[src/source/fpss_pkg.sv]
package fpss_pkg;

  // Widths with a meaning
  typedef logic [31:0] word_t;
  typedef logic [4:0]  reg_addr_t;
  typedef logic [31:0] hart_id_t;
  typedef logic [11:0] csr_addr_t;
  typedef logic [4:0]  fflags_t;
  typedef logic [2:0]  frm_t;

  localparam int unsigned FifoDepth = 2;

  localparam logic [6:0] OpcodeOpFp   = 7'b1010011;
  localparam logic [6:0] OpcodeSystem = 7'b1110011;

  // Single-precision funct7 values
  localparam logic [6:0] Funct7Fsgnj   = 7'b0010000;
  localparam logic [6:0] Funct7Fminmax = 7'b0010100;
  localparam logic [6:0] Funct7Fcmp    = 7'b1010000;
  localparam logic [6:0] Funct7FmvXW   = 7'b1110000;
  localparam logic [6:0] Funct7FmvWX   = 7'b1111000;

  localparam csr_addr_t CsrFflags = 12'h001;
  localparam csr_addr_t CsrFrm    = 12'h002;
  localparam csr_addr_t CsrFcsr   = 12'h003;

  localparam word_t CanonicalNan = 32'h7FC0_0000;

  typedef enum logic [3:0] {
    OpSgnj,
    OpSgnjn,
    OpSgnjx,
    OpMin,
    OpMax,
    OpFeq,
    OpFlt,
    OpFle,
    OpMvXW,
    OpMvWX,
    OpCsrRw,
    OpCsrRs,
    OpCsrRc,
    OpIllegal
  } fp_op_e;

  typedef struct packed {
    word_t    instr;
    word_t    rs1_val;
    hart_id_t hart_id;
  } offload_req_t;

  typedef struct packed {
    fp_op_e    op;
    reg_addr_t rd;
    reg_addr_t rs1;
    reg_addr_t rs2;
    logic      rd_is_fp;
    csr_addr_t csr_addr;
    word_t     int_val;
  } decoded_t;

  typedef struct packed {
    word_t     data;
    reg_addr_t rd;
    hart_id_t  hart_id;
    logic      error;
  } resp_t;

  // Exponent all ones with a nonzero mantissa
  function automatic logic is_nan(word_t w);
    return (w[30:23] == 8'hFF) && (w[22:0] != '0);
  endfunction

  // Signaling NaNs have the quiet bit clear
  function automatic logic is_snan(word_t w);
    return is_nan(w) && !w[22];
  endfunction

endpackage

[src/source/fpss_offload_fifo.sv]
module fpss_offload_fifo (
  input  logic                  clk_i,
  input  logic                  rst_ni,
  input  logic                  push_valid_i,
  input  fpss_pkg::offload_req_t push_i,
  output logic                  push_ready_o,
  output logic                  head_valid_o,
  output fpss_pkg::offload_req_t head_o,
  input  logic                  pop_i
);
  import fpss_pkg::*;

  typedef logic [$clog2(FifoDepth)-1:0]   ptr_t;
  typedef logic [$clog2(FifoDepth+1)-1:0] cnt_t;

  offload_req_t mem [FifoDepth];
  ptr_t         wr_ptr_q;
  ptr_t         rd_ptr_q;
  cnt_t         count_q;
  logic         push;

  function automatic ptr_t next_ptr(ptr_t p);
    return (p == ptr_t'(FifoDepth - 1)) ? '0 : p + 1'b1;
  endfunction

  assign push_ready_o = (count_q != cnt_t'(FifoDepth));
  assign push         = push_valid_i && push_ready_o;
  assign head_valid_o = (count_q != '0);
  assign head_o       = mem[rd_ptr_q];

  // Storage only, pointers tell what is valid
  always_ff @(posedge clk_i) begin
    if (push) begin
      mem[wr_ptr_q] <= push_i;
    end
  end

  always_ff @(posedge clk_i or negedge rst_ni) begin
    if (!rst_ni) begin
      wr_ptr_q <= '0;
      rd_ptr_q <= '0;
      count_q  <= '0;
    end else begin
      if (push) begin
        wr_ptr_q <= next_ptr(wr_ptr_q);
      end
      if (pop_i) begin
        rd_ptr_q <= next_ptr(rd_ptr_q);
      end
      case ({push, pop_i})
        2'b10:   count_q <= count_q + 1'b1;
        2'b01:   count_q <= count_q - 1'b1;
        default: count_q <= count_q;
      endcase
    end
  end

  pop_not_empty_a: assert property (@(posedge clk_i) disable iff (!rst_ni)
    pop_i |-> head_valid_o);

  count_bound_a: assert property (@(posedge clk_i) disable iff (!rst_ni)
    count_q <= cnt_t'(FifoDepth));

endmodule

[src/source/fpss_decoder.sv]
module fpss_decoder (
  input  fpss_pkg::word_t    instr_i,
  input  fpss_pkg::word_t    rs1_val_i,
  output fpss_pkg::decoded_t dec_o
);
  import fpss_pkg::*;

  logic [6:0] opcode;
  logic [6:0] funct7;
  logic [2:0] funct3;
  reg_addr_t  rs2_field;
  csr_addr_t  csr_addr;
  logic       csr_known;

  assign opcode    = instr_i[6:0];
  assign funct3    = instr_i[14:12];
  assign funct7    = instr_i[31:25];
  assign rs2_field = instr_i[24:20];
  assign csr_addr  = instr_i[31:20];
  assign csr_known = (csr_addr == CsrFflags) || (csr_addr == CsrFrm) ||
                     (csr_addr == CsrFcsr);

  always_comb begin
    dec_o          = '0;
    dec_o.op       = OpIllegal;
    dec_o.rd       = instr_i[11:7];
    dec_o.rs1      = instr_i[19:15];
    dec_o.rs2      = rs2_field;
    dec_o.csr_addr = csr_addr;
    dec_o.int_val  = rs1_val_i;

    if (opcode == OpcodeOpFp) begin
      case (funct7)
        Funct7Fsgnj: begin
          case (funct3)
            3'b000:  dec_o.op = OpSgnj;
            3'b001:  dec_o.op = OpSgnjn;
            3'b010:  dec_o.op = OpSgnjx;
            default: dec_o.op = OpIllegal;
          endcase
        end
        Funct7Fminmax: begin
          case (funct3)
            3'b000:  dec_o.op = OpMin;
            3'b001:  dec_o.op = OpMax;
            default: dec_o.op = OpIllegal;
          endcase
        end
        Funct7Fcmp: begin
          case (funct3)
            3'b010:  dec_o.op = OpFeq;
            3'b001:  dec_o.op = OpFlt;
            3'b000:  dec_o.op = OpFle;
            default: dec_o.op = OpIllegal;
          endcase
        end
        // Moves need rs2 zero, FCLASS shares the funct7 but is not kept
        Funct7FmvXW: begin
          if (funct3 == 3'b000 && rs2_field == '0) begin
            dec_o.op = OpMvXW;
          end
        end
        Funct7FmvWX: begin
          if (funct3 == 3'b000 && rs2_field == '0) begin
            dec_o.op = OpMvWX;
          end
        end
        default: dec_o.op = OpIllegal;
      endcase
    end else if (opcode == OpcodeSystem && csr_known) begin
      // Register forms only
      case (funct3)
        3'b001:  dec_o.op = OpCsrRw;
        3'b010:  dec_o.op = OpCsrRs;
        3'b011:  dec_o.op = OpCsrRc;
        default: dec_o.op = OpIllegal;
      endcase
    end

    dec_o.rd_is_fp = (dec_o.op == OpSgnj) || (dec_o.op == OpSgnjn) ||
                     (dec_o.op == OpSgnjx) || (dec_o.op == OpMin) ||
                     (dec_o.op == OpMax) || (dec_o.op == OpMvWX);
  end

endmodule

[src/source/fpss_regfile.sv]
module fpss_regfile (
  input  logic                clk_i,
  input  fpss_pkg::reg_addr_t raddr_a_i,
  input  fpss_pkg::reg_addr_t raddr_b_i,
  output fpss_pkg::word_t     rdata_a_o,
  output fpss_pkg::word_t     rdata_b_o,
  input  logic                we_i,
  input  fpss_pkg::reg_addr_t waddr_i,
  input  fpss_pkg::word_t     wdata_i
);
  import fpss_pkg::*;

  word_t regs [32];

  // Asynchronous reads
  assign rdata_a_o = regs[raddr_a_i];
  assign rdata_b_o = regs[raddr_b_i];

  always_ff @(posedge clk_i) begin
    if (we_i) begin
      regs[waddr_i] <= wdata_i;
    end
  end

endmodule

[src/source/fpss_exec.sv]
module fpss_exec (
  input  fpss_pkg::decoded_t dec_i,
  input  fpss_pkg::word_t    op_a_i,
  input  fpss_pkg::word_t    op_b_i,
  output fpss_pkg::word_t    fp_result_o,
  output fpss_pkg::word_t    int_result_o,
  output fpss_pkg::fflags_t  flags_o
);
  import fpss_pkg::*;

  logic a_nan;
  logic b_nan;
  logic a_snan;
  logic b_snan;
  logic any_nan;
  logic a_lt_b;
  logic a_eq_b;
  logic nv;

  assign a_nan   = is_nan(op_a_i);
  assign b_nan   = is_nan(op_b_i);
  assign a_snan  = is_snan(op_a_i);
  assign b_snan  = is_snan(op_b_i);
  assign any_nan = a_nan || b_nan;

  // Signed-magnitude order, -0 sits below +0
  always_comb begin
    if (op_a_i[31] != op_b_i[31]) begin
      a_lt_b = op_a_i[31];
    end else if (op_a_i[31]) begin
      a_lt_b = op_a_i[30:0] > op_b_i[30:0];
    end else begin
      a_lt_b = op_a_i[30:0] < op_b_i[30:0];
    end
  end

  // Compares treat both zeros as equal
  assign a_eq_b = (op_a_i == op_b_i) || ((op_a_i[30:0] | op_b_i[30:0]) == '0);

  always_comb begin
    fp_result_o  = op_a_i;
    int_result_o = '0;
    nv           = 1'b0;
    case (dec_i.op)
      OpSgnj:  fp_result_o = {op_b_i[31], op_a_i[30:0]};
      OpSgnjn: fp_result_o = {~op_b_i[31], op_a_i[30:0]};
      OpSgnjx: fp_result_o = {op_a_i[31] ^ op_b_i[31], op_a_i[30:0]};
      OpMin, OpMax: begin
        nv = a_snan || b_snan;
        if (a_nan && b_nan) begin
          fp_result_o = CanonicalNan;
        end else if (a_nan) begin
          fp_result_o = op_b_i;
        end else if (b_nan) begin
          fp_result_o = op_a_i;
        end else if (a_lt_b == (dec_i.op == OpMin)) begin
          fp_result_o = op_a_i;
        end else begin
          fp_result_o = op_b_i;
        end
      end
      OpFeq: begin
        nv           = a_snan || b_snan;
        int_result_o = {31'b0, a_eq_b && !any_nan};
      end
      // Ordered compares flag quiet NaNs too
      OpFlt: begin
        nv           = any_nan;
        int_result_o = {31'b0, a_lt_b && !a_eq_b && !any_nan};
      end
      OpFle: begin
        nv           = any_nan;
        int_result_o = {31'b0, (a_lt_b || a_eq_b) && !any_nan};
      end
      OpMvXW:  int_result_o = op_a_i;
      OpMvWX:  fp_result_o  = dec_i.int_val;
      default: ;
    endcase
  end

  // NV, DZ, OF, UF, NX
  assign flags_o = {nv, 4'b0000};

endmodule

[src/source/fpss_csr.sv]
module fpss_csr (
  input  logic               clk_i,
  input  logic               rst_ni,
  input  logic               en_i,
  input  fpss_pkg::decoded_t dec_i,
  input  fpss_pkg::fflags_t  flags_i,
  output fpss_pkg::word_t    rdata_o
);
  import fpss_pkg::*;

  fflags_t fflags_q;
  fflags_t fflags_d;
  frm_t    frm_q;
  frm_t    frm_d;
  word_t   wdata;
  logic    is_csr_op;

  assign is_csr_op = (dec_i.op == OpCsrRw) || (dec_i.op == OpCsrRs) ||
                     (dec_i.op == OpCsrRc);

  // Old value, zero-extended
  always_comb begin
    case (dec_i.csr_addr)
      CsrFflags: rdata_o = {27'b0, fflags_q};
      CsrFrm:    rdata_o = {29'b0, frm_q};
      CsrFcsr:   rdata_o = {24'b0, frm_q, fflags_q};
      default:   rdata_o = '0;
    endcase
  end

  always_comb begin
    case (dec_i.op)
      OpCsrRs: wdata = rdata_o | dec_i.int_val;
      OpCsrRc: wdata = rdata_o & ~dec_i.int_val;
      default: wdata = dec_i.int_val;
    endcase
  end

  always_comb begin
    fflags_d = fflags_q;
    frm_d    = frm_q;
    if (en_i) begin
      if (is_csr_op) begin
        case (dec_i.csr_addr)
          CsrFflags: fflags_d = wdata[4:0];
          CsrFrm:    frm_d    = wdata[2:0];
          CsrFcsr: begin
            frm_d    = wdata[7:5];
            fflags_d = wdata[4:0];
          end
          default: ;
        endcase
      end else begin
        // Flags accumulate until software clears them
        fflags_d = fflags_q | flags_i;
      end
    end
  end

  always_ff @(posedge clk_i or negedge rst_ni) begin
    if (!rst_ni) begin
      fflags_q <= '0;
      frm_q    <= '0;
    end else begin
      fflags_q <= fflags_d;
      frm_q    <= frm_d;
    end
  end

endmodule

[src/source/fpss_retire.sv]
module fpss_retire (
  input  logic               clk_i,
  input  logic               rst_ni,
  input  logic               head_valid_i,
  input  fpss_pkg::hart_id_t hart_id_i,
  input  fpss_pkg::decoded_t dec_i,
  input  fpss_pkg::word_t    int_result_i,
  input  fpss_pkg::word_t    csr_rdata_i,
  output logic               pop_o,
  output logic               fpr_we_o,
  output logic               csr_en_o,
  output logic               c_p_valid_o,
  output fpss_pkg::resp_t    c_p_resp_o,
  input  logic               c_p_ready_i
);
  import fpss_pkg::*;

  logic  illegal;
  logic  is_csr_op;
  logic  need_resp;
  logic  resp_free;
  logic  issue;
  resp_t resp_d;

  assign illegal   = (dec_i.op == OpIllegal);
  assign is_csr_op = (dec_i.op == OpCsrRw) || (dec_i.op == OpCsrRs) ||
                     (dec_i.op == OpCsrRc);
  assign need_resp = !dec_i.rd_is_fp || illegal;

  // Response slot is free when empty or drained this cycle
  assign resp_free = !c_p_valid_o || c_p_ready_i;
  assign issue     = head_valid_i && (!need_resp || resp_free);

  assign pop_o    = issue;
  assign fpr_we_o = issue && dec_i.rd_is_fp && !illegal;
  assign csr_en_o = issue && !illegal;

  always_comb begin
    resp_d.rd      = dec_i.rd;
    resp_d.hart_id = hart_id_i;
    resp_d.error   = illegal;
    if (illegal) begin
      resp_d.data = '0;
    end else if (is_csr_op) begin
      resp_d.data = csr_rdata_i;
    end else begin
      resp_d.data = int_result_i;
    end
  end

  always_ff @(posedge clk_i or negedge rst_ni) begin
    if (!rst_ni) begin
      c_p_valid_o <= 1'b0;
    end else if (issue && need_resp) begin
      c_p_valid_o <= 1'b1;
    end else if (c_p_ready_i) begin
      c_p_valid_o <= 1'b0;
    end
  end

  always_ff @(posedge clk_i) begin
    if (issue && need_resp) begin
      c_p_resp_o <= resp_d;
    end
  end

  resp_stable_a: assert property (@(posedge clk_i) disable iff (!rst_ni)
    c_p_valid_o && !c_p_ready_i |=> c_p_valid_o && $stable(c_p_resp_o));

endmodule

[src/source/fpss_top.sv]
module fpss_top (
  input  logic                   clk_i,
  input  logic                   rst_ni,
  input  logic                   c_q_valid_i,
  input  fpss_pkg::offload_req_t c_q_req_i,
  output logic                   c_q_ready_o,
  output logic                   c_p_valid_o,
  output fpss_pkg::resp_t        c_p_resp_o,
  input  logic                   c_p_ready_i
);
  import fpss_pkg::*;

  logic         head_valid;
  offload_req_t head;
  logic         pop;
  decoded_t     dec;
  word_t        rdata_a;
  word_t        rdata_b;
  word_t        fp_result;
  word_t        int_result;
  fflags_t      flags;
  word_t        csr_rdata;
  logic         fpr_we;
  logic         csr_en;

  fpss_offload_fifo u_fifo (
    .clk_i        (clk_i),
    .rst_ni       (rst_ni),
    .push_valid_i (c_q_valid_i),
    .push_i       (c_q_req_i),
    .push_ready_o (c_q_ready_o),
    .head_valid_o (head_valid),
    .head_o       (head),
    .pop_i        (pop)
  );

  fpss_decoder u_decoder (
    .instr_i   (head.instr),
    .rs1_val_i (head.rs1_val),
    .dec_o     (dec)
  );

  // Results always land in the decoded rd
  fpss_regfile u_regfile (
    .clk_i     (clk_i),
    .raddr_a_i (dec.rs1),
    .raddr_b_i (dec.rs2),
    .rdata_a_o (rdata_a),
    .rdata_b_o (rdata_b),
    .we_i      (fpr_we),
    .waddr_i   (dec.rd),
    .wdata_i   (fp_result)
  );

  fpss_exec u_exec (
    .dec_i        (dec),
    .op_a_i       (rdata_a),
    .op_b_i       (rdata_b),
    .fp_result_o  (fp_result),
    .int_result_o (int_result),
    .flags_o      (flags)
  );

  fpss_csr u_csr (
    .clk_i   (clk_i),
    .rst_ni  (rst_ni),
    .en_i    (csr_en),
    .dec_i   (dec),
    .flags_i (flags),
    .rdata_o (csr_rdata)
  );

  fpss_retire u_retire (
    .clk_i        (clk_i),
    .rst_ni       (rst_ni),
    .head_valid_i (head_valid),
    .hart_id_i    (head.hart_id),
    .dec_i        (dec),
    .int_result_i (int_result),
    .csr_rdata_i  (csr_rdata),
    .pop_o        (pop),
    .fpr_we_o     (fpr_we),
    .csr_en_o     (csr_en),
    .c_p_valid_o  (c_p_valid_o),
    .c_p_resp_o   (c_p_resp_o),
    .c_p_ready_i  (c_p_ready_i)
  );

endmodule

[config.mk]
export PLATFORM = sky130hd
export DESIGN_NAME = fpss_top
export DESIGN_NICKNAME = d
export VERILOG_FILES = /design/src/source/fpss_pkg.sv /design/src/source/fpss_offload_fifo.sv /design/src/source/fpss_decoder.sv /design/src/source/fpss_regfile.sv /design/src/source/fpss_exec.sv /design/src/source/fpss_csr.sv /design/src/source/fpss_retire.sv /design/src/source/fpss_top.sv
export SDC_FILE = /design/constraint.sdc
export NUM_CORES = 2
export LEC_CHECK = 0
export ABC_AREA = 1
export BUFFER_PORTS_ARGS = -buffer_cell sky130_fd_sc_hd__clkbuf_2
export CAP_MARGIN = 10
export CORE_UTILIZATION = 45
export DETAILED_ROUTE_END_ITERATION = 10
export SLEW_MARGIN = 5
export SYNTH_ARGS = -nofsm -noshare
export SYNTH_HDL_FRONTEND = slang
export SYNTH_HIERARCHICAL = 1
export SYNTH_SLANG_ARGS = --single-unit
[constraint.sdc]
create_clock -name clk_i -period 6.6 [get_ports clk_i]
set_input_delay 0 -clock clk_i [delete_from_list [all_inputs] [get_ports clk_i]]
set_output_delay 0 -clock clk_i [all_outputs]
set_load 0.01 [all_outputs]
==> results.py <==
metrics = {
    "sta": {
        "tightest_slew_ns": 1.23,
        "fin_crit_sh_pct": 93.3,
        "setup_tns_ns": 0,
        "fin_skew_ns": 0.0318,
        "setup_viol": 0,
        "rsz0062_at_grt": "no",
        "max_freq_ghz": 0.162,
        "holdWs_ns": 0.0503,
        "finalCriticalPeriod_ns": 6.16,
        "finalHoldViolCount": 0,
        "relSlewSlack_pct": 16.9,
        "finalMaxSlewViolations": 0,
    },
    "yosys": {
        "ys_types": 50,
        "ys_seq_elements": 1299,
        "yosysSeqAreaShare_pct": 57.4,
        "yosys.area.top_type": "edfxtp_1",
        "ys.warnings.count": 6,
        "synth_top_family_by_area": "simple AND/OR/NAND/NOR gates",
        "synthAdderAreaFrac_pct": 1.16,
        "synth_simple_gate_area_share_pct": 32.5,
        "synth_xor_area_share_pct": 0.0387,
        "async_flop_share_pct": 1.00,
        "ys_top_cells_by_area": "edfxtp_1 57%, nand2_1 18%, nand3_1 12%",
        "syn_area_sq_um": 67900,
        "syn_avg_cell_area_sq_um": 8.91,
        "synth_compound_area_share_pct": 1.33,
        "synth_edf_count": 1286,
        "syn_inst": 7618,
        "synth_top_area_share_pct": 56.9,
        "synthMuxAreaShare_pct": 0,
        "synthFlopType": "edfxtp_1",
    },
    "layout": {
        "regArea_sq_um": 38900,
        "drive_gt1_share_pct": 9.40,
        "fillCellCount": 13413,
        "final_common_cell": "nand2_1",
        "multi_input_area_sq_um": 24300,
        "fin_nets": 8009,
        "synthToLayoutAreaGrowth_pct": 14.0,
        "layout_common_cells": "3223 x nand2_1, 1688 x nand3_1, 1286 x edfxtp_1",
    },
    "die": {
        "ioPinCount": 172,
        "std_cell_rows": 142,
        "core_sq_um": 150000,
        "die_y_um": 390,
        "dieArea_sq_um": 152000,
        "initial_core_util_pct": 45.3,
        "fp.dieW_um": 390,
    },
    "route": {
        "wl_per_cell_um": 25.0,
        "dr.pass1.iters": 7,
        "via_per_inst": 5.86,
        "drc": 0,
        "wl_um": 249000,
        "via_count": 58406,
        "drt_iter0_drc": 8777,
        "postRouteAntennaNets": 0,
    },
    "pwr": {
        "power_frac_comb_pct": 53.6,
        "sw_frac_of_total_pct": 47.5,
        "pwr-share-clk_pct": 18.0,
        "p_per_area_nw_per_um2": 563,
        "power_leakage_uw": 0.0312,
        "seqPwrFrac_pct": 28.4,
        "internal_power_uw": 22800,
        "p_switching_uw": 20700,
        "irDropWorstVdd_mv": 0.490,
    },
    "clock_tree": {
        "cts_inserted_buffers": 143,
        "clkSinkCount": 1299,
        "postCtsSetupBuffers": 0,
        "cts_tree": "yes",
        "path_clk_slew_ns": 0.06,
        "clock_latency_ns": 0.81,
        "clockRootBuffer": "clkbuf_16",
        "cts.path.max_buffers": 3,
        "htree_levels": 4,
    },
    "critical_path": {
        "r2r_end": "u_regfile/regs[0][25]$_DFFE_PP_",
        "regToRegSetupSlack_ns": 0.44,
        "crit_slowest_cell": "o21ai_4",
        "cp_max_fo": 77,
        "required_ns": 7.24,
        "cpPeakStageDelay_ns": 0.70,
        "reg2reg_depth": 28,
        "reg2reg_from": "u_fifo/rd_ptr_q$_DFFE_PN0P_",
        "critPathLaunchType": "flip-flop",
        "crit_arrival_ns": 6.80,
        "cpMostUsedCell": "nand2_1",
        "cp-end-kind": "flip-flop",
        "path_class": "reg -> reg",
    },
    "global_route": {
        "overflow": 0,
        "use_met1_pct": 42.1,
        "grt_usage_pct": 32.2,
        "top_usage_layer": "met2",
        "use_met3_pct": 6.23,
        "first_global_vias": 55093,
        "use_met2_pct": 50.0,
        "grt_max_degree": 100,
        "antenna_found_initial": 4,
        "grt_pass1_wl_um": 360000,
    },
    "worst_hold_path": {
        "min-delay-start": "c_q_valid_i",
        "hold_depth": 4,
        "hold_end": "u_fifo/wr_ptr_q$_DFFE_PN0P_",
        "hp-class": "in -> reg",
    },
    "place": {
        "io_buffers": 171,
        "dp_hpwl_um": 139000,
        "globalplace.congestion": 0.990,
    },
    "status": {
        "outcome": "finished, final reports clean",
    },
    "flow_run": {
        "cap_violations": 0,
    },
}
## repair_timing
item                       in CTS  in global routing
resized for setup               0                  4
setup endpoints to repair       0                128
hold buffers                  196                  0
hold endpoints to repair      279                  0
## cell usage after synthesis (29+ instances only)
| library cell | instances |
|---|---|
| inv_1 | 279 |
| buf_2 | 188 |
| clkbuf_1 | 51 |
| ha_1 | 63 |
| nand3_1 | 1688 |
| edfxtp_1 | 1286 |
| buf_1 | 39 |
| a21oi_1 | 29 |
| o21ai_0 | 107 |
| nor2_1 | 200 |
| nand2_1 | 3223 |
| buf_4 | 164 |
| buf_6 | 135 |
## per-stage QoR
| stage | util [%] | setup slack, ns | total power [uW] | cell area, sq um | instances |
|---|---|---|---|---|---|
| 3_3_place_gp | 47.3 | 0.369 | 34800 | 70900 | 9519 |
| 3_5_place_dp | 47.3 | 0.314 | 34900 | 70900 | 9519 |
| 4_1_cts | 51.6 | 0.298 | 42800 | 77300 | 9964 |
| 5_1_grt | 51.7 | 0.186 | 45600 | 77400 | 9967 |
| 2_1_floorplan | - | 1.39 | 27400 | 68000 | 7644 |
| 6_report | 51.7 | 0.441 | 43500 | 77400 | 9968 |
## power groups by stage
stage | combinational (uW) | clock, uW | sequential, uW
floorplan | 14700 | 0 | 12700
global route | 24900 | 8220 | 12400
finish | 23300 | 7850 | 12400
CTS | 22500 | 7930 | 12400
detailed placement | 22400 | 0 | 12500
global placement | 22200 | 0 | 12500
## final cells by class
type / count / area share (%)
antenna: 2 / 0.00647
sequential: 1299 / 50.3
clock inverter: 70 / 0.991
timing repair buffer: 636 / 7.73
multi-input combinational: 5476 / 31.4
tap: 2016 / 3.26
clock buffer: 179 / 4.81
inverter: 290 / 1.48
## critical path, delay by kind of cell, from the launching register on
family / cells / cell delay [ns]
adder cells (fa/ha/maj): 1 / 0.30
buffers and inverters: 4 / 1.08
AO/OA/AOI/OAI: 3 / 1.48
AND/OR/NAND/NOR: 20 / 2.37
flip-flops: 1 / 0.64
## metal layers
metal,up-vias,wire length (um)
li1,25925,-
met4,4,15400
met3,823,29400
met5,-,23
met2,3924,112000
met1,27730,92800
## worst max path at each step
stage / startpoint / endpoint / depth (start not counted)
floorplan: u_fifo/rd_ptr_q$_DFFE_PN0P_ / u_regfile/regs[0][24]$_DFFE_PP_ / 30
global placement: u_fifo/rd_ptr_q$_DFFE_PN0P_ / u_regfile/regs[30][31]$_DFFE_PP_ / 26
detailed placement: u_fifo/rd_ptr_q$_DFFE_PN0P_ / u_regfile/regs[3][25]$_DFFE_PP_ / 24
CTS: u_fifo/rd_ptr_q$_DFFE_PN0P_ / u_regfile/regs[24][25]$_DFFE_PP_ / 24
global route: u_fifo/rd_ptr_q$_DFFE_PN0P_ / u_regfile/regs[9][30]$_DFFE_PP_ / 27
finish: u_fifo/rd_ptr_q$_DFFE_PN0P_ / u_regfile/regs[0][25]$_DFFE_PP_ / 28
## logic make-up after synthesis
group	count (synthesis)
simple gates	5213
fa+ha+maj	63
other cells	2
buf+inv	869
compound gates	169
flops	1299
xor+xnor	3
## flip-flops by register name, summed over array words and instances (netlist names)
| name | flops |
|---|---|
| u_csr/fflags_q | 5 |
| u_csr/frm_q | 3 |
| u_fifo/wr_ptr_q | 1 |
| u_fifo/rd_ptr_q | 1 |
| u_fifo/mem | 192 |
| u_regfile/regs | 1024 |
| u_fifo/count_q | 2 |
| u_retire/c_p_resp_o | 70 |
| u_retire/c_p_valid_o | 1 |
Power figures use the tool's default switching activity.
